[src/clct_pkg.sv]
`default_nettype none

package clct_pkg;

  // --------------------------------------------------------------------------
  // chamber format widths
  // --------------------------------------------------------------------------

  // key half-strip groups per chamber
  localparam int NGRP    = 7;
  // pattern word
  localparam int MXPATB  = 7;
  // key half-strip inside one group
  localparam int MXKEYB  = 5;
  // extended key with group index on top
  localparam int MXKEYBX = 8;
  // comparator-code fit offset
  localparam int MXOFFSB = 4;
  // fit quality, also the sort key width
  localparam int MXQLTB  = 6;
  localparam int MXBNDB  = 5;
  // comparator-code carry
  localparam int MXPATC  = 12;
  // quarter-strip subkey
  localparam int MXXKYB  = 10;

  // --------------------------------------------------------------------------
  // timing and selection
  // --------------------------------------------------------------------------

  localparam int TIMER_W = 2;
  // window length in cycles starting at the pretrigger
  localparam logic [TIMER_W-1:0] DRIFT_CYCLES = 2'd3;
  // hold-off after the trigger word goes out
  localparam logic [TIMER_W-1:0] DEAD_CYCLES  = 2'd2;
  // minimum layers hit for a valid trigger
  localparam logic [2:0] HIT_THRESH = 3'd4;
  // set to sort on fit quality instead of the pattern number
  localparam bit SORT_ON_QLT = 1'b0;

  // sequencer state codes
  localparam logic [1:0] S_IDLE   = 2'd0;
  localparam logic [1:0] S_DRIFT  = 2'd1;
  localparam logic [1:0] S_SELECT = 2'd2;
  localparam logic [1:0] S_DEAD   = 2'd3;

  // one pattern word seen two ways
  // lsb of the pattern number gives the bend direction and is left out of the sort
  typedef union packed {
    struct packed {
      logic [2:0] nhit;
      logic [3:0] pid;
    } hit_view;
    struct packed {
      logic [5:0] key;
      logic       bend_dir;
    } sort_view;
  } pat_word_t;

  // sort key of one candidate
  function automatic logic [MXQLTB-1:0] sort_key_f(input pat_word_t pat,
                                                   input logic [MXQLTB-1:0] qlt);
    sort_key_f = SORT_ON_QLT ? qlt : pat.sort_view.key;
  endfunction

endpackage

`default_nettype wire

[src/drift_timer.sv]
`default_nettype none

module drift_timer
(
  input  logic                          clock,
  input  logic                          reset,
  input  logic                          timer_load,
  input  logic [clct_pkg::TIMER_W-1:0]  timer_count,
  output logic                          timer_done,
  output logic                          running
);
  import clct_pkg::*;

  logic [TIMER_W-1:0] cnt;

  // load N-1 so the done pulse lands N cycles after the load
  always_ff @(posedge clock)
  begin
    if (reset)
    begin
      cnt     <= '0;
      running <= 1'b0;
    end
    else if (timer_load)
    begin
      cnt     <= timer_count - 2'd1;
      running <= 1'b1;
    end
    else if (running)
    begin
      // stop on the expiry cycle
      if (cnt == '0)
        running <= 1'b0;
      else
        cnt <= cnt - 2'd1;
    end
  end

  assign timer_done = running && (cnt == '0);

  // a reload would cut the window short
  a_no_load_running: assert property (@(posedge clock) disable iff (reset)
    running |-> !timer_load);

endmodule

`default_nettype wire

[config.mk]
export PLATFORM = sky130hd
export DESIGN_NAME = drift_timer
export DESIGN_NICKNAME = d
export VERILOG_FILES = /design/src/clct_pkg.sv /design/src/drift_timer.sv
export SDC_FILE = /design/constraint.sdc
export NUM_CORES = 1
export LEC_CHECK = 0
export BUFFER_PORTS_ARGS = -buffer_cell sky130_fd_sc_hd__buf_2
export CAP_MARGIN = 15
export CORE_AREA = 2 2 39 41
export CTS_CLUSTER_SIZE = 20
export DETAILED_ROUTE_END_ITERATION = 10
export DIE_AREA = 0 0 41 43
export PLACE_DENSITY = 0.39
export REMOVE_ABC_BUFFERS = 1
export SLEW_MARGIN = 40
export SYNTH_ARGS = -nofsm -noshare
export SYNTH_HDL_FRONTEND = slang
export SYNTH_SLANG_ARGS = --single-unit
[constraint.sdc]
create_clock -name clock -period 1.35 [get_ports clock]
set_input_delay 0.3375 -clock clock [delete_from_list [all_inputs] [get_ports clock]]
set_output_delay 0.3375 -clock clock [all_outputs]
set_load 0.02 [all_outputs]
After elaboration in Yosys (flattened, before gate mapping):

Index checks and enable logic that the tools add are counted.

* $add $sub $neg: 2
* multipliers: 0
* div/mod/pow operators: 0
* order comparisons: 0
* equality and inequality tests: 1
* shift operators: 0
* mux-type cells: 6
* bitwise gates (word level): 0
* reduce and logical (&&, ||, !) cells: 4

Operator list (number)
* 2-bit two-way mux: 3
* 2-bit by 1-bit subtractor with 2-bit output, second input constant: 2
* 1-bit two-way mux: 3
* 2-bit zero test: 1
* 2-bit != test, second input constant: 1
* 2-bit AND reduction: 1
* 2-bit nonzero test: 1
* 1-bit logical AND: 1

* register bits after elaboration: 3
* latch bits: 0
* RAM bits: 0
* ROM bits: 0
* input bits: 5
* output and inout port bits: 2
* logic and storage cells: 15
* memories: 0

Depth between registers and ports, before layout:

* word-level depth: 4
* mapped depth: 2
* mapped depth without buffers: 2

Worst setup path before layout:

Ideal clock, no wire load.

* path kind: register to output
* start: register running
* end: output port timer_done
* data arrival time: 0.999 ns
* required time: 1.013 ns
* setup slack: 0.014 ns
* stages on the path, launching flop included: 3
* path buffers: 0
* cells stage by stage: dfxtp_1 nor2b_4 nor2b_1

* longest elaborated chain between the ends: 1

RTL lines
* start: declaration: line drift_timer.sv:10 `output logic running`
* start signal: assignment: line drift_timer.sv:22 `running <= 1'b0;`
* start signal: assignment: line drift_timer.sv:27 `running <= 1'b1;`
* start signal: assignment: line drift_timer.sv:33 `running <= 1'b0;`
* 1-bit logical AND: line drift_timer.sv:39 `assign timer_done = running && (cnt == '0);`
* end: declaration: line drift_timer.sv:9 `output logic timer_done,`

Every way passes these cells.

Worst setup path in the final report:

Same ends and word-level chain as after synthesis.

==> impl_results.md <==
* Drt initial violations at 9
* Achievable Freq at 761 MHz
* Initial antenna violation count at 0
* Synth Flop Type: dfxtp_1
* Met1 Resource Use GR at 8.33%
* Seq cells post-synth at 3
* GR Overflow Total at 0
* CTS sink cnt at 3
* Number of core rows at 14
* Insertion delay to the later sink of the worst-skew pair at 0.23 ns
* GRT Overall Usage at 5.82%
* RSZ-0062 raised after global routing: yes
* Top Ports at 7
* CP arrival at 0.98 ns
* Root Buffer Master: clkbuf_4
* Hold Violations, Final at 0
* Top post-synthesis cells by count: 3 x dfxtp_1, 3 x nand2b_1
* Reg2reg setup slack at 0.47 ns
* Startpoint types: register
* Total CTS buffers at 3
* Fillers at 159
* Vias at 159
* MaxCap Viol Count at 0
* Max_slew headroom at 85.4%
* Core area at 0.00138 mm^2
* Max Clock Skew at 0.00131 ns
* CTS tree: done
* Routability cong. at 0.626
* Slew Viols, Final at 0
* Number of synthesized flops with an enable pin at 0
* Minimum clock period after layout at 1.31 ns
* Worst Setup Slack post-DPL at 0.170 ns
* Synth warn at 0
* Final wirelength at 369 um
* M2 GR Usage at 5.31%
* CP max FO at 5
* H-tree levels at 1
* Power Density at 1190 mW/mm^2
* Crit end category: output port
* Buffers on Ports at 6
* Least-Margin Pin Slew at 0.218 ns
* DIE AREA at 0.00176 mm^2
* Mean routed wirelength per cell at 8.58 um
* Hold Path Sink: running
* Hold Crit Depth at 2
* Setup Crit Path Kind: reg2out
* Area Overhead vs Synth at 62.2%
* Post-synth top area share at 37.8%
* Final design utilization at 18.6%
* LEAKAGE at 0.000112 uW
* Syn_area_per_cell at 9.93 um^2
* Yosys top cell by area: dfxtp_1
* Final period util at 97.3%
* Ys async rst share at 0%
* Area of the multi-input gates at 103 um^2
* R2R cell count at 3
* Seq/Total Area, Yosys at 37.8%
* Final WS setup at 0.0362 ns
* GRT Max-Usage Layer: met1
* Synthesized instance count at 16
* Die Span Y at 43 um
* Req. time, crit path at 1.01 ns
* Class of the worst hold path: in2reg
* # diodes at 0
* Share of layout cells above drive strength 1 at 51.9%
* Via/cell ratio at 3.70
* Horiz. Die Dim at 41 um
* Synth cell types at 12
* Number of global-route vias before repair at 159
* Maximum vdd drop at 0.335 mV
* Nets at 33
* Post-route antenna net violation count at 0
* First-pass GRT wire length at 627 um
* Largest net degree at the start of global routing at 6
* DRC viols at 0
* Worst-path clk slew at 0.04 ns
* FF-to-FF Start: running
* Dominant cells by area after synthesis: dfxtp_1 38%, nand2b_1 12%, o32ai_2 10%
* Outcome: finished clean
* Router iterations before antenna repair at 4
* HP Start: reset
* Clock buffer depth at 2
* CTS Hold Buffers Added at 0
* Mapped cell area at 159 um^2
* Initial Util at 11.5%
* Routing usage on met3 at 4.71%
* Setup violators final at 0
* Worst reg2reg path endpoint: cnt[1]
* Register area at 61.3 um^2
where the power goes:
| part | internal (uW) | switching [uW] |
|---|---|---|
| Clock | 111 | 43.8 |
| Sequential | 96.0 | 8.43 |
| Combinational | 27.7 | 21.2 |
| Total | 234 | 73.5 |
layer usage:
layer,vias up,wire [um]
li1,78,-
met1,74,189
met2,7,145
met3,0,34
met4,0,0
met5,-,0
stage by stage:
stage / hold slack (ns) / area [um^2] / setup TNS (ns) / total power [uW] / cells
after floorplan: 0.407 / 159 / 0 / 128 / 16
after global placement: 0.505 / 209 / 0 / 143 / 38
after detailed placement: 0.521 / 209 / 0 / 145 / 38
after CTS: 0.301 / 254 / 0 / 316 / 43
after global routing: 0.312 / 258 / -0.0135 / 329 / 43
final: 0.313 / 258 / 0 / 308 / 43
sequential cells by signal (all words and copies together) (netlist names):
register / cells
running: 1
cnt: 2
what timing repair did:
item | in CTS | in global routing
setup buffers | 1 | 0
endpoints found under the setup margin | 1 | 1
resized for setup | 3 | 1
worst max-delay path, stage by stage, from the launching register on:
cell     delay [ns]
dfxtp_2        0.34
nor2b_4        0.15
nor2b_4        0.14
buf_6          0.12
cell type report:
class	instances	area share (%)
tap	16	7.77
inverter	1	1.46
timing repair buffer	7	17.0
multi-input combinational	12	39.8
sequential	3	23.8
clock buffer	4	10.2
logic make-up after synthesis:
| group | Yosys count | share of synthesized area [%] |
|---|---|---|
| and+or+nand+nor | 6 | 29.1 |
| AOI/OAI and AO/OA | 5 | 25.2 |
| DFF | 3 | 37.8 |
| xor gates and xnor gates | 1 | 5.51 |
| buffers and inverters | 1 | 2.36 |
cell usage in the layout (no fill, tap or decap), drive strengths merged:
cell type,instances
a21o,1
a21oi,1
a31oi,1
buf,7
clkbuf,4
dfxtp,3
inv,1
nand2b,3
nand3b,1
nor2b,2
o21ai,1
o32ai,1
xor2,1
worst max path at each step:
| stage | startpoint | to | slack (ns) | cells past startpoint |
|---|---|---|---|---|
| global placement | running | timer_done | 0.22 | 3 |
| global route | running | timer_done | -0.01 | 3 |
| detailed placement | running | timer_done | 0.17 | 3 |
| floorplan | running | timer_done | 0.01 | 2 |
| CTS | running | timer_done | 0.02 | 3 |
| finish | running | timer_done | 0.04 | 3 |
(Power assumes the default switching activity.)
