===== src/clct_pkg.sv =====
`default_nettype none

package clct_pkg;

  // --------------------------------------------------------------------------
  // chamber format widths
  // --------------------------------------------------------------------------

  // key half-strip groups per chamber
  localparam int NGRP    = 7;
  // pattern word
  localparam int MXPATB  = 7;
  // key half-strip inside one group
  localparam int MXKEYB  = 5;
  // extended key with group index on top
  localparam int MXKEYBX = 8;
  // comparator-code fit offset
  localparam int MXOFFSB = 4;
  // fit quality, also the sort key width
  localparam int MXQLTB  = 6;
  localparam int MXBNDB  = 5;
  // comparator-code carry
  localparam int MXPATC  = 12;
  // quarter-strip subkey
  localparam int MXXKYB  = 10;

  // --------------------------------------------------------------------------
  // timing and selection
  // --------------------------------------------------------------------------

  localparam int TIMER_W = 2;
  // window length in cycles starting at the pretrigger
  localparam logic [TIMER_W-1:0] DRIFT_CYCLES = 2'd3;
  // hold-off after the trigger word goes out
  localparam logic [TIMER_W-1:0] DEAD_CYCLES  = 2'd2;
  // minimum layers hit for a valid trigger
  localparam logic [2:0] HIT_THRESH = 3'd4;
  // set to sort on fit quality instead of the pattern number
  localparam bit SORT_ON_QLT = 1'b0;

  // sequencer state codes
  localparam logic [1:0] S_IDLE   = 2'd0;
  localparam logic [1:0] S_DRIFT  = 2'd1;
  localparam logic [1:0] S_SELECT = 2'd2;
  localparam logic [1:0] S_DEAD   = 2'd3;

  // one pattern word seen two ways
  // lsb of the pattern number gives the bend direction and is left out of the sort
  typedef union packed {
    struct packed {
      logic [2:0] nhit;
      logic [3:0] pid;
    } hit_view;
    struct packed {
      logic [5:0] key;
      logic       bend_dir;
    } sort_view;
  } pat_word_t;

  // sort key of one candidate
  function automatic logic [MXQLTB-1:0] sort_key_f(input pat_word_t pat,
                                                   input logic [MXQLTB-1:0] qlt);
    sort_key_f = SORT_ON_QLT ? qlt : pat.sort_view.key;
  endfunction

endpackage

`default_nettype wire


===== src/clct_output.sv =====
`default_nettype none

module clct_output
(
  input  logic                          clock,
  input  logic                          reset,
  input  logic                          out_load,
  input  clct_pkg::pat_word_t           best_pat,
  input  logic [clct_pkg::MXKEYBX-1:0]  best_key,
  input  logic [clct_pkg::MXBNDB-1:0]   best_bend,
  input  logic [clct_pkg::MXPATC-1:0]   best_carry,
  input  logic [clct_pkg::MXXKYB-1:0]   best_subkey,
  input  logic [clct_pkg::MXQLTB-1:0]   best_qlt,
  output logic                          clct_strobe,
  output logic                          clct_valid,
  output clct_pkg::pat_word_t           clct_pat,
  output logic [clct_pkg::MXKEYBX-1:0]  clct_key,
  output logic [clct_pkg::MXBNDB-1:0]   clct_bend,
  output logic [clct_pkg::MXPATC-1:0]   clct_carry,
  output logic [clct_pkg::MXXKYB-1:0]   clct_subkey,
  output logic [clct_pkg::MXQLTB-1:0]   clct_qlt
);
  import clct_pkg::*;

  logic pass_thresh;

  // layer count from the hit view of the pattern word
  assign pass_thresh = (best_pat.hit_view.nhit >= HIT_THRESH);

  always_ff @(posedge clock)
  begin
    if (reset)
    begin
      clct_strobe <= 1'b0;
      clct_valid  <= 1'b0;
      clct_pat    <= '0;
      clct_key    <= '0;
      clct_bend   <= '0;
      clct_carry  <= '0;
      clct_subkey <= '0;
      clct_qlt    <= '0;
    end
    else
    begin
      // strobe and valid last one cycle
      clct_strobe <= out_load;
      clct_valid  <= out_load && pass_thresh;
      // fields held until the next trigger
      // still reported below threshold
      if (out_load)
      begin
        clct_pat    <= best_pat;
        clct_key    <= best_key;
        clct_bend   <= best_bend;
        clct_carry  <= best_carry;
        clct_subkey <= best_subkey;
        clct_qlt    <= best_qlt;
      end
    end
  end

endmodule

`default_nettype wire


===== config.mk =====
export PLATFORM = sky130hd
export DESIGN_NAME = clct_output
export DESIGN_NICKNAME = d
export VERILOG_FILES = /design/src/clct_pkg.sv /design/src/clct_output.sv
export SDC_FILE = /design/constraint.sdc
export NUM_CORES = 1
export LEC_CHECK = 0
export ABC_AREA = 1
export BUFFER_PORTS_ARGS = -buffer_cell sky130_fd_sc_hd__buf_2
export CORE_MARGIN = 5
export CORE_UTILIZATION = 46
export DETAILED_ROUTE_END_ITERATION = 8
export PLACE_DENSITY_LB_ADDON = 0.15
export SYNTH_ARGS = -nofsm -noshare
export SYNTH_HDL_FRONTEND = slang
export SYNTH_SLANG_ARGS = --single-unit

===== constraint.sdc =====
create_clock -name clock -period 1.5 [get_ports clock]
set_input_delay 0.3 -clock clock [delete_from_list [all_inputs] [get_ports clock]]
set_output_delay 0.3 -clock clock [all_outputs]
set_load 0.01 [all_outputs]

; ---- After elaboration in Yosys (flattened, before gate mapping)
; Index checks and enable logic that the tools add are counted.
[classes]
n_lt_le_gt_ge = 1
reduce_logical = 1
[ops]
columns = operator, n
row1 = greater-or-equal comparator 3 bit (second input constant), 1
row2 = logical AND 1 bit, 1
[totals]
elab_cells = 10
ff_bits = 50
output_inout_bits = 50

; ---- Longest topological paths before layout
[depth]
word_depth = 2
ltp_mapped = 6
depth_no_buf = 3

; ---- Worst setup path before layout
; OpenSTA, ideal clock, no wires.
[synth_path]
path_kind = input-to-reg
startpoint = in out_load
endpoint = reg clct_carry[10] (netlist bit)
path_buffers = 3
arrival_ns = 0.861
t_required_ns = 1.388
stages = 5
setup_slack_ns = 0.527
path_cell_list = buf_4 > buf_4 > buf_4 > nand3_1 > nand2_1
[synth_rtl]
columns = element, line_no
row1 = "start, declared", clct_output.sv:7  ; input logic out_load,
row2 = "end signal, assigned", clct_output.sv:55  ; clct_carry <= best_carry;
row3 = "end, declared", clct_output.sv:19  ; output logic [clct_pkg::MXPATC-1:0] clct_carry,

; ---- Worst setup path after layout
[layout_path]
startpoint = reg clct_subkey[6] (netlist bit)
endpoint = out clct_subkey[6] (netlist bit)
[layout_rtl]
columns = element, line_no
row1 = "start, declared", clct_output.sv:20  ; output logic [clct_pkg::MXXKYB-1:0] clct_subkey,
row2 = "start signal, assigned", clct_output.sv:56  ; clct_subkey <= best_subkey;
; No word-level cell between the ends.

==> results.py <==
metrics = {
    "clock_tree": {
        "worstSkewPairLatency_ps": 290,
        "root_buffer": "clkbuf_8",
        "cts.repair.resized": 0,
        "cts_tree": "done",
        "ctsHoldBuffers": 0,
        "cts_setup_buffers": 0,
        "cts_buffers": 5,
        "cts.clk_slew.worst_paths_ps": 80,
        "h-tree-depth": 2,
        "cts_buffer_depth": 2,
        "clock-sinks": 50,
    },
    "floorplanning": {
        "die-width_um": 71.5,
        "ios": 101,
        "fp.coreArea_um2": 3660,
        "row_count": 22,
        "die_area_um2": 5110,
        "start_util": 0.475,
        "dieHeight_um": 71.5,
    },
    "synthesis": {
        "ys_ff_latch": 50,
        "synthCells": 215,
        "yosysWarningCount": 0,
        "avgSynthCellArea_um2": 8.09,
        "yosysSeqAreaShare": 0.575,
        "syn-num-nets": 266,
        "syn_area_um2": 1740,
        "yosysUniqueCellTypes": 11,
    },
    "setup_path": {
        "r2r_start": "clct_key[6]",
        "cp_slowest_stage_delay_ps": 360,
        "worstPathCellList": "buf_2",
        "rr_endpoint": "clct_key[6]",
        "reg2reg_setup_slack_ps": 960,
        "critPathLaunchType": "flip-flop",
        "crit_path_max_fanout": 2,
        "cp_top_family": "flip-flops",
        "crit_required_ps": 1200,
        "path_buf_inv": 1,
        "cp_slowest_cell": "dfxtp_1",
        "reg2reg_depth": 2,
        "end_kind": "output pin",
        "worstPathArrival_ps": 800,
        "crit_type": "flip-flop to output pin",
    },
    "sta": {
        "grt_setup_unrepaired": "false",
        "layout_min_cycle_time_ps": 1100,
        "clock-skew-final_ps": 0,
        "max-slew-margin-rel": 0.806,
        "period_share": 0.731,
        "final_hold_viol_count": 0,
        "tightest_slew_ps": 291,
        "max_freq_mhz": 912,
        "whs_ps": 211,
        "tns_ps": 0,
        "finalMaxSlewViolations": 0,
        "setup_viol": 0,
    },
    "place": {
        "port_buffers": 100,
        "place_area_um2": 2230,
        "place_hpwl_um": 3170,
        "placed_cells": 353,
        "place_congestion": 0.760,
    },
    "global_route": {
        "grt_antenna_before_repair": 0,
        "gr-total-overflow": 0,
        "grt_max_degree": 31,
        "grt_pass1_wl_um": 6960,
        "grt_pass1_vias": 1606,
        "grt_util_all_layers": 0.170,
    },
    "routing": {
        "route.vias.total": 1680,
        "wl_per_cell_um": 12.0,
        "first_pass_iters": 4,
        "ant_nets": 0,
        "wl_um": 4340,
        "drtIter0Drc": 84,
        "via_per_inst": 4.65,
        "drc": 0,
    },
    "min_path": {
        "min_path_cells": 2,
        "hold_path_end": "clct_strobe",
        "hold_start": "reset",
        "hold_class": "input pin to flip-flop",
    },
    "power": {
        "pwr-share-clk": 0.330,
        "switching_share": 0.235,
        "sequentialPowerShare": 0.547,
        "power_density_nw_per_um2": 1120,
        "total_power_mw": 2.63,
        "combPwrFrac": 0.123,
        "p_sw_mw": 0.620,
        "p_int_mw": 2.01,
        "ir_drop_mv": 0.511,
        "power_leakage_nw": 1.37,
    },
    "cells_and_area": {
        "synthToLayoutAreaGrowth_pct": 34.7,
        "final-instance-count-excl-fill": 361,
        "final_common_cell": "buf_2",
        "fillers": 360,
        "final_cell_mix": "buf_2 (100), nand2_1 (96), dfxtp_1 (50)",
        "design_area_um2": 2340,
        "nets": 363,
        "drive_gt1_frac": 0.367,
        "n_antenna_cell": 0,
    },
    "run": {
        "drv_cap": 0,
    },
    "status": {
        "outcome": "completed",
    },
}
## flip-flops by register name (all words and copies together), names as in the netlist
signal	flops
clct_valid	1
clct_bend	5
clct_pat	7
clct_key	8
clct_qlt	6
clct_carry	12
clct_strobe	1
clct_subkey	10
## through the flow
stage | worst slack [ps] | util
2_1_floorplan | 527 | -
3_3_place_gp | 441 | 0.610
3_5_place_dp | 435 | 0.610
4_1_cts | 391 | 0.640
5_1_grt | 347 | 0.640
6_report | 404 | 0.640
## cell type report
cell class	count	area (um^2)	share of cell area
Clock buffer	8	110	0.0470
Inverter	3	11.3	0.00481
Multi-Input combinational cell	146	616	0.263
Sequential cell	50	1000	0.427
Tap cell	48	60.1	0.0256
Timing Repair Buffer	106	546	0.233
## kinds of logic after synthesis
family	count (synthesis)	synth area share
DFF	50	0.575
and+or+nand+nor	146	0.354
buffers and inverters	19	0.0712
## cells in the mapped netlist
| cell | instances | area (um^2) |
|---|---|---|
| buf_1 | 1 | 3.75 |
| buf_2 | 3 | 15.0 |
| buf_4 | 3 | 22.5 |
| buf_6 | 5 | 56.3 |
| clkbuf_1 | 4 | 15.0 |
| dfxtp_1 | 50 | 1000 |
| inv_1 | 3 | 11.3 |
| nand2_1 | 96 | 360 |
| nand3_1 | 48 | 240 |
| nor2_1 | 1 | 3.75 |
| nor2_4 | 1 | 11.3 |
## worst reg2reg max path, stage by stage (launching register included)
cell	delay, ps
dfxtp_1	330
nand2_1	60
nand2_1	50
## how the worst max path moves through the flow
stage,endpoint,startpoint,slack [ps],cells past startpoint
floorplan,clct_carry[10],out_load,530,5
global placement,clct_pat[6],reset,440,5
detailed placement,clct_pat[6],reset,440,5
CTS,clct_key[6],clct_key[6],390,1
global route,clct_key[6],clct_key[6],350,1
finish,clct_subkey[6],clct_subkey[6],400,1
## metal layers
| metal | vias to the layer above | GRT usage | wire length (um) |
|---|---|---|---|
| li1 | 870 | - | - |
| met1 | 734 | 0.194 | 1800 |
| met2 | 68 | 0.283 | 1980 |
| met3 | 8 | 0.0645 | 488 |
| met4 | 0 | 0.0772 | 72 |
| met5 | - | 0 | 0 |
## power by group through the flow
stage | clock, mW | combinational (mW) | sequential [mW]
finish | 0.868 | 0.325 | 1.44
global route | 0.946 | 0.362 | 1.45
CTS | 0.899 | 0.331 | 1.44
detailed placement | 0 | 0.330 | 1.47
global placement | 0 | 0.325 | 1.47
floorplan | 0 | 0.131 | 1.51
Note: power is estimated with default switching activity, not from simulation.
