## src/clct_pkg.sv

```systemverilog
`default_nettype none

package clct_pkg;

  // --------------------------------------------------------------------------
  // chamber format widths
  // --------------------------------------------------------------------------

  // key half-strip groups per chamber
  localparam int NGRP    = 7;
  // pattern word
  localparam int MXPATB  = 7;
  // key half-strip inside one group
  localparam int MXKEYB  = 5;
  // extended key with group index on top
  localparam int MXKEYBX = 8;
  // comparator-code fit offset
  localparam int MXOFFSB = 4;
  // fit quality, also the sort key width
  localparam int MXQLTB  = 6;
  localparam int MXBNDB  = 5;
  // comparator-code carry
  localparam int MXPATC  = 12;
  // quarter-strip subkey
  localparam int MXXKYB  = 10;

  // --------------------------------------------------------------------------
  // timing and selection
  // --------------------------------------------------------------------------

  localparam int TIMER_W = 2;
  // window length in cycles starting at the pretrigger
  localparam logic [TIMER_W-1:0] DRIFT_CYCLES = 2'd3;
  // hold-off after the trigger word goes out
  localparam logic [TIMER_W-1:0] DEAD_CYCLES  = 2'd2;
  // minimum layers hit for a valid trigger
  localparam logic [2:0] HIT_THRESH = 3'd4;
  // set to sort on fit quality instead of the pattern number
  localparam bit SORT_ON_QLT = 1'b0;

  // sequencer state codes
  localparam logic [1:0] S_IDLE   = 2'd0;
  localparam logic [1:0] S_DRIFT  = 2'd1;
  localparam logic [1:0] S_SELECT = 2'd2;
  localparam logic [1:0] S_DEAD   = 2'd3;

  // one pattern word seen two ways
  // lsb of the pattern number gives the bend direction and is left out of the sort
  typedef union packed {
    struct packed {
      logic [2:0] nhit;
      logic [3:0] pid;
    } hit_view;
    struct packed {
      logic [5:0] key;
      logic       bend_dir;
    } sort_view;
  } pat_word_t;

  // sort key of one candidate
  function automatic logic [MXQLTB-1:0] sort_key_f(input pat_word_t pat,
                                                   input logic [MXQLTB-1:0] qlt);
    sort_key_f = SORT_ON_QLT ? qlt : pat.sort_view.key;
  endfunction

endpackage

`default_nettype wire

```

## src/clct_sequencer.sv

```systemverilog
`default_nettype none

module clct_sequencer
(
  input  logic                          clock,
  input  logic                          reset,
  input  logic                          pretrig,
  input  logic                          timer_done,
  output logic                          timer_load,
  output logic [clct_pkg::TIMER_W-1:0]  timer_count,
  output logic                          acc_clear,
  output logic                          acc_enable,
  output logic                          out_load,
  output logic                          busy
);
  import clct_pkg::*;

  logic [1:0] state;
  logic [1:0] state_next;

  // --------------------------------------------------------------------------
  // state register
  // --------------------------------------------------------------------------

  always_comb
  begin
    state_next = state;
    case (state)
      // pretrig outside idle is dropped
      S_IDLE:   if (pretrig) state_next = S_DRIFT;
      S_DRIFT:  if (timer_done) state_next = S_SELECT;
      // single cycle to start the dead time
      S_SELECT: state_next = S_DEAD;
      S_DEAD:   if (timer_done) state_next = S_IDLE;
      default:  state_next = S_IDLE;
    endcase
  end

  always_ff @(posedge clock)
  begin
    if (reset)
      state <= S_IDLE;
    else
      state <= state_next;
  end

  // --------------------------------------------------------------------------
  // control strobes
  // --------------------------------------------------------------------------

  // first window cycle takes the inputs as they are
  assign acc_clear   = (state == S_IDLE) && pretrig;
  // fold in until the window expires
  assign acc_enable  = (state == S_DRIFT) && !timer_done;
  // accumulator is final on the expiry cycle
  assign out_load    = (state == S_DRIFT) && timer_done;

  // same timer for window and dead time
  assign timer_load  = acc_clear || (state == S_SELECT);
  assign timer_count = (state == S_SELECT) ? DEAD_CYCLES : DRIFT_CYCLES;

  assign busy = (state != S_IDLE);

  // trigger word goes out once per window
  a_out_load_pulse: assert property (@(posedge clock) disable iff (reset)
    out_load |=> !out_load);

  // trigger word follows the accepted pretrig by the window length
  a_window_length: assert property (@(posedge clock) disable iff (reset)
    out_load |-> $past(acc_clear, DRIFT_CYCLES));

endmodule

`default_nettype wire

```

## config.mk

```make
export PLATFORM = sky130hd
export DESIGN_NAME = clct_sequencer
export DESIGN_NICKNAME = d
export VERILOG_FILES = /design/src/clct_pkg.sv /design/src/clct_sequencer.sv
export SDC_FILE = /design/constraint.sdc
export NUM_CORES = 1
export LEC_CHECK = 0
export BUFFER_PORTS_ARGS = -buffer_cell sky130_fd_sc_hd__buf_2
export CAP_MARGIN = 15
export CORE_AREA = 3 3 40 42
export CTS_BUF_LIST = sky130_fd_sc_hd__clkbuf_4 sky130_fd_sc_hd__clkbuf_8
export CTS_CLUSTER_DIAMETER = 30
export DETAILED_ROUTE_END_ITERATION = 10
export DIE_AREA = 0 0 43 45
export SYNTH_ARGS = -nofsm -noshare
export SYNTH_HDL_FRONTEND = slang
export SYNTH_SLANG_ARGS = --single-unit
```

## constraint.sdc

```tcl
create_clock -name clock -period 3.5 [get_ports clock]
set_input_delay 0.175 -clock clock [delete_from_list [all_inputs] [get_ports clock]]
set_output_delay 0.175 -clock clock [all_outputs]
set_load 0.03 [all_outputs]
```

## Word level (Yosys, flattened, before mapping)

Cells that the tools add are included.

- Register bits after elaboration: 2
- Input bits: 4
- Output and inout bits: 7
- Word-level logic and storage cells: 20

- Equality and inequality tests: 6
- Mux-type cells: 5
- Reduce and logical (&&, ||, !) cells: 8

Operators with widths:

| operator | count |
|---|---|
| case mux 2 bit (4 select lines) | 1 |
| 2-to-1 mux 2 bit | 3 |
| != test 2 bit, second input constant | 3 |
| == test 2 bit, second input constant | 2 |
| logical AND 1 bit | 3 |
| AND reduction 3 bit | 1 |
| == test 2 x 1 -> 1 bit, second input constant | 1 |
| zero test 2 bit | 1 |
| nonzero test 2 bit | 1 |
| zero test 1 bit | 1 |
| logical OR 1 bit | 1 |
| 2-to-1 mux 1 bit | 1 |

## Logic depth before layout (Yosys ltp)

Gate-level depths: netlist (run 1).

- Word-level depth: 3
- Depth in mapped cells: 5
- Depth with buffers taken out: 5

## Least setup slack after synthesis (run 1)

OpenSTA, ideal clock, no wires.

- Kind: flip-flop to output port
- Start: register state[0]
- End: output port timer_load
- Arrival time: 1282 ps
- Data required time: 3325 ps
- Path slack: 2043 ps
- Cell stages (with the launch flop): 5
- Path buffers: 0
- Cell sequence: dfxtp_1 -> inv_1 -> ha_1 -> and2_1 -> or2_1

- Cells in the longest elaborated chain, start to end: 3
- Elaborated cells on any way between the ends: 4
- Those cells by class: eq/ne: 1; reduce/logical: 3

RTL lines:

| item | line | RTL |
|---|---|---|
| start: declaration | clct_sequencer.sv:18 | `logic [1:0] state;` |
| start signal: assignment | clct_sequencer.sv:44 | `state <= state_next;` |
| zero test 2 bit | clct_sequencer.sv:52 | `assign acc_clear = (state == S_IDLE) && pretrig;` |
| logical AND 1 bit | clct_sequencer.sv:52 |  |
| via acc_clear | clct_sequencer.sv:11 | `output logic acc_clear,` |
| logical OR 1 bit | clct_sequencer.sv:59 | `assign timer_load = acc_clear \|\| (state == S_SELECT);` |
| end: declaration | clct_sequencer.sv:9 | `output logic timer_load,` |

The timed path passes the listed nets, and every way through them passes these cells.

## Final worst setup path (run 1)

- Start: register state[0]
- End: output port timer_load

- Cells in the longest elaborated chain, start to end: 3
- Elaborated cells on any way between the ends: 4
- Those cells by class: eq/ne: 1; reduce/logical: 3

RTL lines:

| item | line |
|---|---|
| zero test 2 bit | clct_sequencer.sv:52 |
| logical AND 1 bit | clct_sequencer.sv:52 |
| logical OR 1 bit * | clct_sequencer.sv:59 |

Mark *: on every way between the ends. The rest lies on a longest branch, timed or not.

==> metrics.md, run 1 <==
| Metric | Value |
|---|---|
| Outcome | completed |
| Die Y | 45 µm |
| Final setup viols | 0 |
| CP required | 3.32 ns |
| Setup tns final | 0 ns |
| DRC | 0 |
| Data arrival, critical path | 1.45 ns |
| Via count | 189 |
| Initial Utilization | 0.1743 |
| Avg Inst Size Synth | 8.959 µm² |
| Most frequent cells in the layout | buf_2 (9), inv_1 (5), ha_1 (5), clkbuf_4 (3) |
| IO Pins | 11 |
| Post-synth cell types | 15 |
| FF+latch count, synth | 2 |
| Drt via density | 3.706 |
| Critical Path End Type | primary output |
| Synth warn | 0 |
| Largest regs | state x2 |
| CTS buffer count | 3 |
| Hpwl dp | 335.1 µm |
| Die width | 43 µm |
| Static Leak | 0.1609 nW |
| Final period utilization | 0.4647 |
| Hold Path Cell Cnt | 2 |
| Hold Crit Start | reset |
| Startpoint types | register |
| Power, Total | 319.9 µW |
| Post-CTS Setup Bufs | 0 |
| Final-report hold violation count | 0 |
| Ant. Diodes | 0 |
| Worst skew pair latency | 0.22 ns |
| CP max FO | 4 |
| Remaining Overflow, GRT | 0 |
| CTS tree | done |
| CP Class | register to primary output |
| Clk buf depth | 2 |
| Worst R2R End | state[1] |
| GRT Resource Usage Total | 0.05237 |
| Area leader, netlist | ha_1 |
| Area contributors post-synth | ha_1 (28%), dfxtp_1 (18%), inv_1 (8.4%), o21bai_4 (8.4%), and2_1 (5.6%) |
| Pin count of the biggest net entering global routing | 5 |
| Clk_skew | 0.0001276 ns |
| H-tree Lvls | 1 |
| Reg with most FFs | state |
| # port buffers | 9 |
| Fillers | 148 |
| Hold-fix buffers at CTS | 0 |
| Syn-to-layout area delta | 35.20% |
| CP peak stage delay | 0.38 ns |
| Max capacitance violation total | 0 |
| Wirelength per Cell | 8.000 µm |
| Highest Clock Rate | 614.8 MHz |
| First-pass GRT wire length | 614 µm |
| Reg2reg start | state[1] |
| Vias in the first global route | 164 |
| DR iter-0 viols | 4 |
| Crit-path slowest cell | dfxtp_1 |
| Clock slew at reported path FFs | 0.03 ns |
| Routed Wire Length | 408 µm |
| Pwr Density | 1057 nW/µm² |
| Nets | 47 |
| Cells after synthesis | 25 |
| Resized cells post-CTS | 0 |
| DRT Pass-1 Iters | 2 |
| Max-slew violations | 0 |
| Initial antenna violation count | 0 |
| Detail Route Antenna Nets | 0 |
| FP Rows | 13 |
| Clock root cell | clkbuf_4 |
| CTS sink cnt | 2 |
| Commonest non-fill, non-tap cell in the layout | buf_2 |
| Post-Syn Nets | 34 |
| Peak supply drop | 0.0001554 V |
| Top-area cell type share of the netlist area | 0.2793 |
| Routability cong. | 0.5826 |
| Unrepaired setup endpoints after global routing | false |
| Register area share after synthesis | 0.1788 |
| Post-synthesis instance area | 224.0 µm² |
| Cell Chain, Critical Path | inv_1 -> ha_1 -> and2_1 -> or2_1 -> buf_2 |
| Register-to-Register Path Depth | 5 |
| Die ar. | 1935 µm² |
| Min-Delay Endpoint | state[0] |
| Final Critical Period | 1.627 ns |
| R2R setup slack | 2.23 ns |
| Layout cell share with drive strength beyond 1 | 0.4167 |
| Max reg flops | 2 |
| Worst hold path type | input port to register |
| Core ar. | 1285 µm² |
[routing by layer]
layer / wire length [µm] / track usage
met1: 145 / 0.03597
met2: 200 / 0.07186
met3: 55 / 0.03586
met4: 7 / 0.09036
met5: 0 / 0
[cells in the mapped netlist]
master / count
nor2b_1: 1
ha_1: 5
nand2b_2: 1
a211oi_1: 1
o21bai_4: 1
dfxtp_1: 2
buf_4: 1
or2_1: 1
nor2_1: 1
a21oi_2: 1
conb_1: 1
and2_1: 2
a41o_1: 1
a311oi_1: 1
inv_1: 5
[logic make-up (layout without fill, tap and decap cells)]
group / after synthesis / after routing / synth area share
compound gates: 5 / 5 / 0.2403
buf+inv: 6 / 17 / 0.1173
flops: 2 / 2 / 0.1788
simple gates: 6 / 6 / 0.1676
other cells: 1 / 1 / 0.01674
fa+ha+maj: 5 / 5 / 0.2793
[cell type report]
cell class                      count  area [µm²]  area share
Inverter                            5       18.77     0.06198
Tap cell                           15       18.77     0.06198
Timing Repair Buffer                9       45.04      0.1488
Multi-Input combinational cell     17       157.7      0.5207
Sequential cell                     2       40.04      0.1322
Clock buffer                        3       22.52     0.07438
[worst max-delay path by stage]
stage | start | end | slack [ns] | depth (start not counted)
floorplan | state[0] | timer_load | 2.04 | 4
global placement | state[0] | timer_load | 2.09 | 5
detailed placement | state[0] | timer_load | 2.09 | 5
CTS | state[0] | timer_load | 1.85 | 5
global route | state[0] | timer_load | 1.77 | 5
finish | state[0] | timer_load | 1.87 | 5
[metrics by stage]
stage	worst slack, ns	std cells	hold WS, ns	area [µm²]	utilization
floorplan	2.043	25	0.2471	224.0	-
global placement	2.095	48	0.3745	280.3	0.2181
detailed placement	2.091	48	0.3777	280.3	0.2181
CTS	1.848	51	0.1428	302.8	0.2356
global route	1.775	51	0.1605	302.8	0.2356
finish	1.873	51	0.1478	302.8	0.2356
[critical path: cells and delay by family (launching register included)]
family / cells / cell delay, ns
DFF: 1 / 0.38
and+or+nand+nor: 2 / 0.34
buffers and inverters: 2 / 0.27
adders and majority gates: 1 / 0.24
[power by group]
group / internal [mW] / switching, mW / leakage [nW]
clock: 0.0378 / 0.0128 / 0.0138
sequential: 0.0353 / 0.0110 / 0.0166
combinational: 0.0778 / 0.145 / 0.130
total: 0.151 / 0.169 / 0.161
Note: power is estimated with default switching activity, not from simulation.
==> run 2, diff against run 1 <==
==> constraint.sdc (replaced) <==
create_clock -name clock -period 1.5 [get_ports clock]
set_input_delay 0.075 -clock clock [delete_from_list [all_inputs] [get_ports clock]]
set_output_delay 0.075 -clock clock [all_outputs]
set_load 0.03 [all_outputs]
==> run 2 against run 1 <==
- clock skew grew 0.0039 ns
- global-route usage shrank 0.083 points
- clock power grew 130%
- non-clock buffer count is the same
- routed wire length grew 7.8%
- worst setup slack lost 1.8 ns
- register-to-register slack lost 2.0 ns
- critical path type unchanged
- highest routed layer is now met3
==> metrics.md, run 2 (synthesis gave the netlist of run 1 again) <==
| Metric | Value |
|---|---|
| Outcome | completed |
| Seq pwr share | 0.150 |
| CP Class | register to primary output |
| Final period utilization | 0.9514 |
| Final Critical Period | 1.427 ns |
| Data arrival, critical path | 1.35 ns |
| Hpwl dp | 358.2 µm |
| Critical Path End Type | primary output |
| Max-slew violations | 0 |
| Most frequent cells in the layout | buf_2 (8), ha_1 (4), inv_1 (3), clkbuf_4 (3) |
| Worst skew pair latency | 0.22 ns |
| # port buffers | 9 |
| Remaining Overflow, GRT | 0 |
| Die Y | 45 µm |
| Die ar. | 1935 µm² |
| Combinational power share | 0.700 |
| Static Leak | 0.1602 nW |
| Core ar. | 1285 µm² |
| Net Sw Frac | 0.5229 |
| Clock network power share | 0.150 |
| Clk buf depth | 2 |
| Reg with most FFs | state |
| Clk_skew | 0.004049 ns |
| CTS buffer count | 3 |
| Clock slew at reported path FFs | 0.03 ns |
| Max capacitance violation total | 0 |
| Final setup viols | 0 |
| Vias in the first global route | 157 |
| Hold slack | 0.04842 ns |
| FP Rows | 13 |
| Routed Wire Length | 440 µm |
| CP max FO | 4 |
| Syn-to-layout area delta | 37.99% |
| Commonest non-fill, non-tap cell in the layout | buf_2 |
| Drt via density | 3.706 |
| Ant. Diodes | 0 |
| CP required | 1.42 ns |
| P_int | 376.3 µW |
| Die width | 43 µm |
| Routability cong. | 0.5587 |
| H-tree Lvls | 1 |
| Post-CTS Setup Bufs | 0 |
| Startpoint types | register |
| Final-report hold violation count | 0 |
| Via count | 189 |
| Unrepaired setup endpoints after global routing | false |
| Detail Route Antenna Nets | 0 |
| DR iter-0 viols | 0 |
| Initial antenna violation count | 0 |
| Clock root cell | clkbuf_4 |
| Layout cell share with drive strength beyond 1 | 0.5278 |
| Initial Utilization | 0.1743 |
| Worst hold path type | input port to register |
| Hold-fix buffers at CTS | 0 |
| Pwr Density | 2552 nW/µm² |
| Max reg flops | 2 |
| DRC | 0 |
| Highest Clock Rate | 700.7 MHz |
| Nets | 47 |
| Pin count of the biggest net entering global routing | 5 |
| CTS tree | done |
| Setup tns final | 0 ns |
| Largest regs | state x2 |
| GRT Resource Usage Total | 0.05154 |
| Wirelength per Cell | 8.627 µm |
| IO Pins | 11 |
| CTS sink cnt | 2 |
| Sw power | 412.4 µW |
| First-pass GRT wire length | 662 µm |
| Power, Total | 788.7 µW |
| DRT Pass-1 Iters | 1 |
| Peak supply drop | 0.0006278 V |
-- run 2: cell count changes in the layout (fill, tap and decap cells not counted) --
cell,before,now
ha_2,0,1
ha_1,5,4
inv_1,5,3
buf_2,9,8
dfxtp_1,2,1
inv_2,0,2
dfxtp_2,0,1
buf_4,0,1
-- run 2: per-layer routing --
metal  vias up  share of wire  global-route usage
met1        79           0.39             0.04796
li1        102              -                   -
met3         0           0.11             0.05179
met5         -              0                   0
met4         0              0             0.03614
met2         8           0.49             0.06886
-- run 2: layout make-up --
type	count	area [µm²]
Clock buffer	3	22.52
Timing Repair Buffer	9	47.55
Fill cell	152	975.9
Multi-Input combinational cell	17	160.2
Inverter	5	18.77
Sequential cell	2	41.29
Tap cell	15	18.77
-- run 2: worst max-delay path, cell delays in order, from the launching register on --
cell     delay, ns
dfxtp_1       0.36
inv_2         0.08
ha_2          0.19
and2_1        0.14
or2_1         0.20
buf_4         0.17
-- run 2: final timing paths --
path,startpoint,end,slack [ns],depth (start not counted)
hold / removal,reset,state[0],0.05,2
setup reg to reg,state[1],state[0],0.21,5
hold reg to reg,state[0],state[0],0.52,2
setup / recovery,state[1],timer_load,0.07,5
-- run 2: what timing repair did --
| action | CTS | global route |
|---|---|---|
| gates cloned | 0 | 0 |
| gates resized for setup | 1 | 5 |
| hold endpoints to repair | 0 | 0 |
| setup endpoints to repair | 1 | 1 |
-- run 2: stage by stage --
step | area [µm²] | instances | setup slack (ns) | utilization
after CTS | 304.0 | 51 | 0 | 0.2366
after detailed placement | 280.3 | 48 | 0.1938 | 0.2181
after global routing | 309.0 | 51 | 0.01002 | 0.2405
final | 309.0 | 51 | 0.07291 | 0.2405
after floorplan | 224.0 | 25 | 0.1434 | -
after global placement | 280.3 | 48 | 0.2137 | 0.2181
-- run 2: power by group through the flow --
stage                     clock (mW)  sequential [mW]  combinational, mW
after floorplan                    0            0.106              0.417
after global placement             0            0.109              0.531
after detailed placement           0            0.111              0.535
after CTS                      0.128            0.114              0.537
after global routing           0.131            0.121              0.610
final                          0.118            0.118              0.552
==> run 3, diff against run 2 <==
--- a/config.mk
+++ b/config.mk
@@ -12,6 +12,7 @@
 export CTS_CLUSTER_DIAMETER = 30
 export DETAILED_ROUTE_END_ITERATION = 10
 export DIE_AREA = 0 0 43 45
+export GPL_TIMING_DRIVEN = 0
 export SYNTH_ARGS = -nofsm -noshare
 export SYNTH_HDL_FRONTEND = slang
 export SYNTH_SLANG_ARGS = --single-unit
==> run 3 against run 2 <==
- die area stayed put
- sequential power increased by 3%
- worst setup slack gained 0.0025 ns
- fmax increased by 0.18%
- register-to-register slack better by 0.03 ns
- clock-buffer cell count unchanged
- cell area increased by 3.2%
- global-route usage fell by 0.50 points
- utilization rose by 0.78 points
- non-clock buffer count rose by 1
- critical path type unchanged
- highest routed layer is now met4
==> metrics.md, run 3 (synthesis gave the netlist of run 1 again) <==
| Metric | Value |
|---|---|
| Finished Layout Cells | 52 |
| Nets | 48 |
| Layout cell share with drive strength beyond 1 | 0.5135 |
| Clk buf depth | 2 |
| Largest regs | state x2 |
| Routed Wire Length | 422 µm |
| Final Critical Period | 1.425 ns |
| Register-to-Register Path Depth | 5 |
| Vias in the first global route | 154 |
| DR iter-0 viols | 2 |
| FP Rows | 13 |
| CTS buffer count | 3 |
| Die Y | 45 µm |
| Worst skew pair latency | 0.22 ns |
| Fin worst setup slack | 0.07545 ns |
| Cell Chain, Critical Path | inv_1 -> ha_2 -> and2_1 -> or2_1 -> buf_4 |
| Max-slew violations | 0 |
| GRT Resource Usage Total | 0.04655 |
| Unrepaired setup endpoints after global routing | false |
| Finished Cell Area | 319.1 µm² |
| Highest Clock Rate | 702.0 MHz |
| Startpoint types | register |
| Worst R2R End | state[1] |
| Fillers | 147 |
| IO Pins | 11 |
| DRT Pass-1 Iters | 4 |
| Critical Path End Type | primary output |
| R2R setup slack | 0.24 ns |
| Peak supply drop | 0.0004733 V |
| Drt via density | 3.827 |
| Outcome | completed |
| CP max FO | 4 |
| Die width | 43 µm |
| CP required | 1.42 ns |
| DP Cell Count | 49 |
| Clock root cell | clkbuf_4 |
| Initial Utilization | 0.1743 |
| Most frequent cells in the layout | buf_2 (8), inv_1 (4), ha_1 (4), clkbuf_4 (3) |
| Crit-path slowest cell | dfxtp_4 |
| Syn-to-layout area delta | 42.46% |
| Max capacitance violation total | 0 |
| Reg with most FFs | state |
| Hold-fix buffers at CTS | 0 |
| H-tree Lvls | 1 |
| Worst Setup EP | timer_load |
| Pwr Density | 2457 nW/µm² |
| Initial antenna violation count | 0 |
| CTS tree | done |
| Detail Route Antenna Nets | 0 |
| CP Class | register to primary output |
| Wirelength per Cell | 8.115 µm |
| Setup tns final | 0 ns |
| Dpl cell area | 287.8 µm² |
| Final setup viols | 0 |
| Static Leak | 0.1651 nW |
| # port buffers | 9 |
| Hpwl dp | 337.6 µm |
| Data arrival, critical path | 1.35 ns |
| Final period utilization | 0.9497 |
| Ant. Diodes | 0 |
| Clock slew at reported path FFs | 0.03 ns |
| CTS sink cnt | 2 |
| Die ar. | 1935 µm² |
| Via count | 199 |
| Place WS | 0.1822 ns |
| Crit path from | state[0] |
| Clk_skew | 0.002990 ns |
| Commonest non-fill, non-tap cell in the layout | buf_2 |
| Routability cong. | 0.5832 |
| CP peak stage delay | 0.35 ns |
| Final-report hold violation count | 0 |
| Worst hold path type | input port to register |
| DRC | 0 |
| First-pass GRT wire length | 565 µm |
| Remaining Overflow, GRT | 0 |
| Reg2reg start | state[1] |
| Pin count of the biggest net entering global routing | 5 |
| Max reg flops | 2 |
| Core ar. | 1285 µm² |
[run 3: cell count changes in the layout (fill, tap and decap cells not counted)]
cell     before  now
dfxtp_2       1    0
dfxtp_4       0    1
buf_4         1    2
inv_1         3    4
inv_2         2    1
[run 3: worst min-delay path by stage]
stage          cells after the start   from  endpoint
3_5_place_dp                       2  reset  state[0]
4_1_cts                            2  reset  state[0]
2_1_floorplan                      1  reset  state[0]
5_1_grt                            2  reset  state[0]
6_report                           2  reset  state[0]
3_3_place_gp                       2  reset  state[0]
[run 3: area by class of cell]
cell class | count | area [µm²] | share of cell area
sequential | 2 | 43.79 | 0.1373
inverter | 5 | 18.77 | 0.05882
clock buffer | 3 | 22.52 | 0.07059
multi-input combinational | 17 | 160.2 | 0.5020
tap | 15 | 18.77 | 0.05882
timing repair buffer | 9 | 47.55 | 0.1490
buffer | 1 | 7.507 | 0.02353
[run 3: critical path: cells and delay by family, from the launching register on]
| family | cells | cell delay [ns] |
|---|---|---|
| flip-flops | 1 | 0.35 |
| adder cells (fa/ha/maj) | 1 | 0.20 |
| AND/OR/NAND/NOR | 2 | 0.34 |
| buffers and inverters | 2 | 0.23 |
[run 3: metal layers]
metal	vias to the layer above	part of all wire	wire length (µm)	track usage
li1	102	-	-	-
met2	8	0.50	212	0.06886
met3	2	0.10	44	0.02390
met4	0	0.017	7	0.07229
met5	-	0	0	0
met1	87	0.37	158	0.03597
[run 3: where the power goes]
group	leakage [nW]	total, mW	internal (mW)	switching (mW)
registers	0.0171	0.122	0.0912	0.0303
logic	0.134	0.548	0.203	0.345
clock network	0.0138	0.114	0.0879	0.0263
total	0.165	0.784	0.382	0.402
[run 3: through the flow]
stage	utilization	power, mW	hold slack, ns
final	0.2483	0.7839	0.04338
after global placement	0.2240	0.6354	0.2738
after floorplan	-	0.5221	0.1471
after detailed placement	0.2240	0.6403	0.2748
after global routing	0.2483	0.8373	0.04422
after CTS	0.2425	0.7663	0.03650
[run 3: repair_timing]
| action | CTS | global route |
|---|---|---|
| buffers inserted | 0 | 0 |
| endpoints found under the setup margin | 1 | 1 |
| gates resized for setup | 1 | 5 |
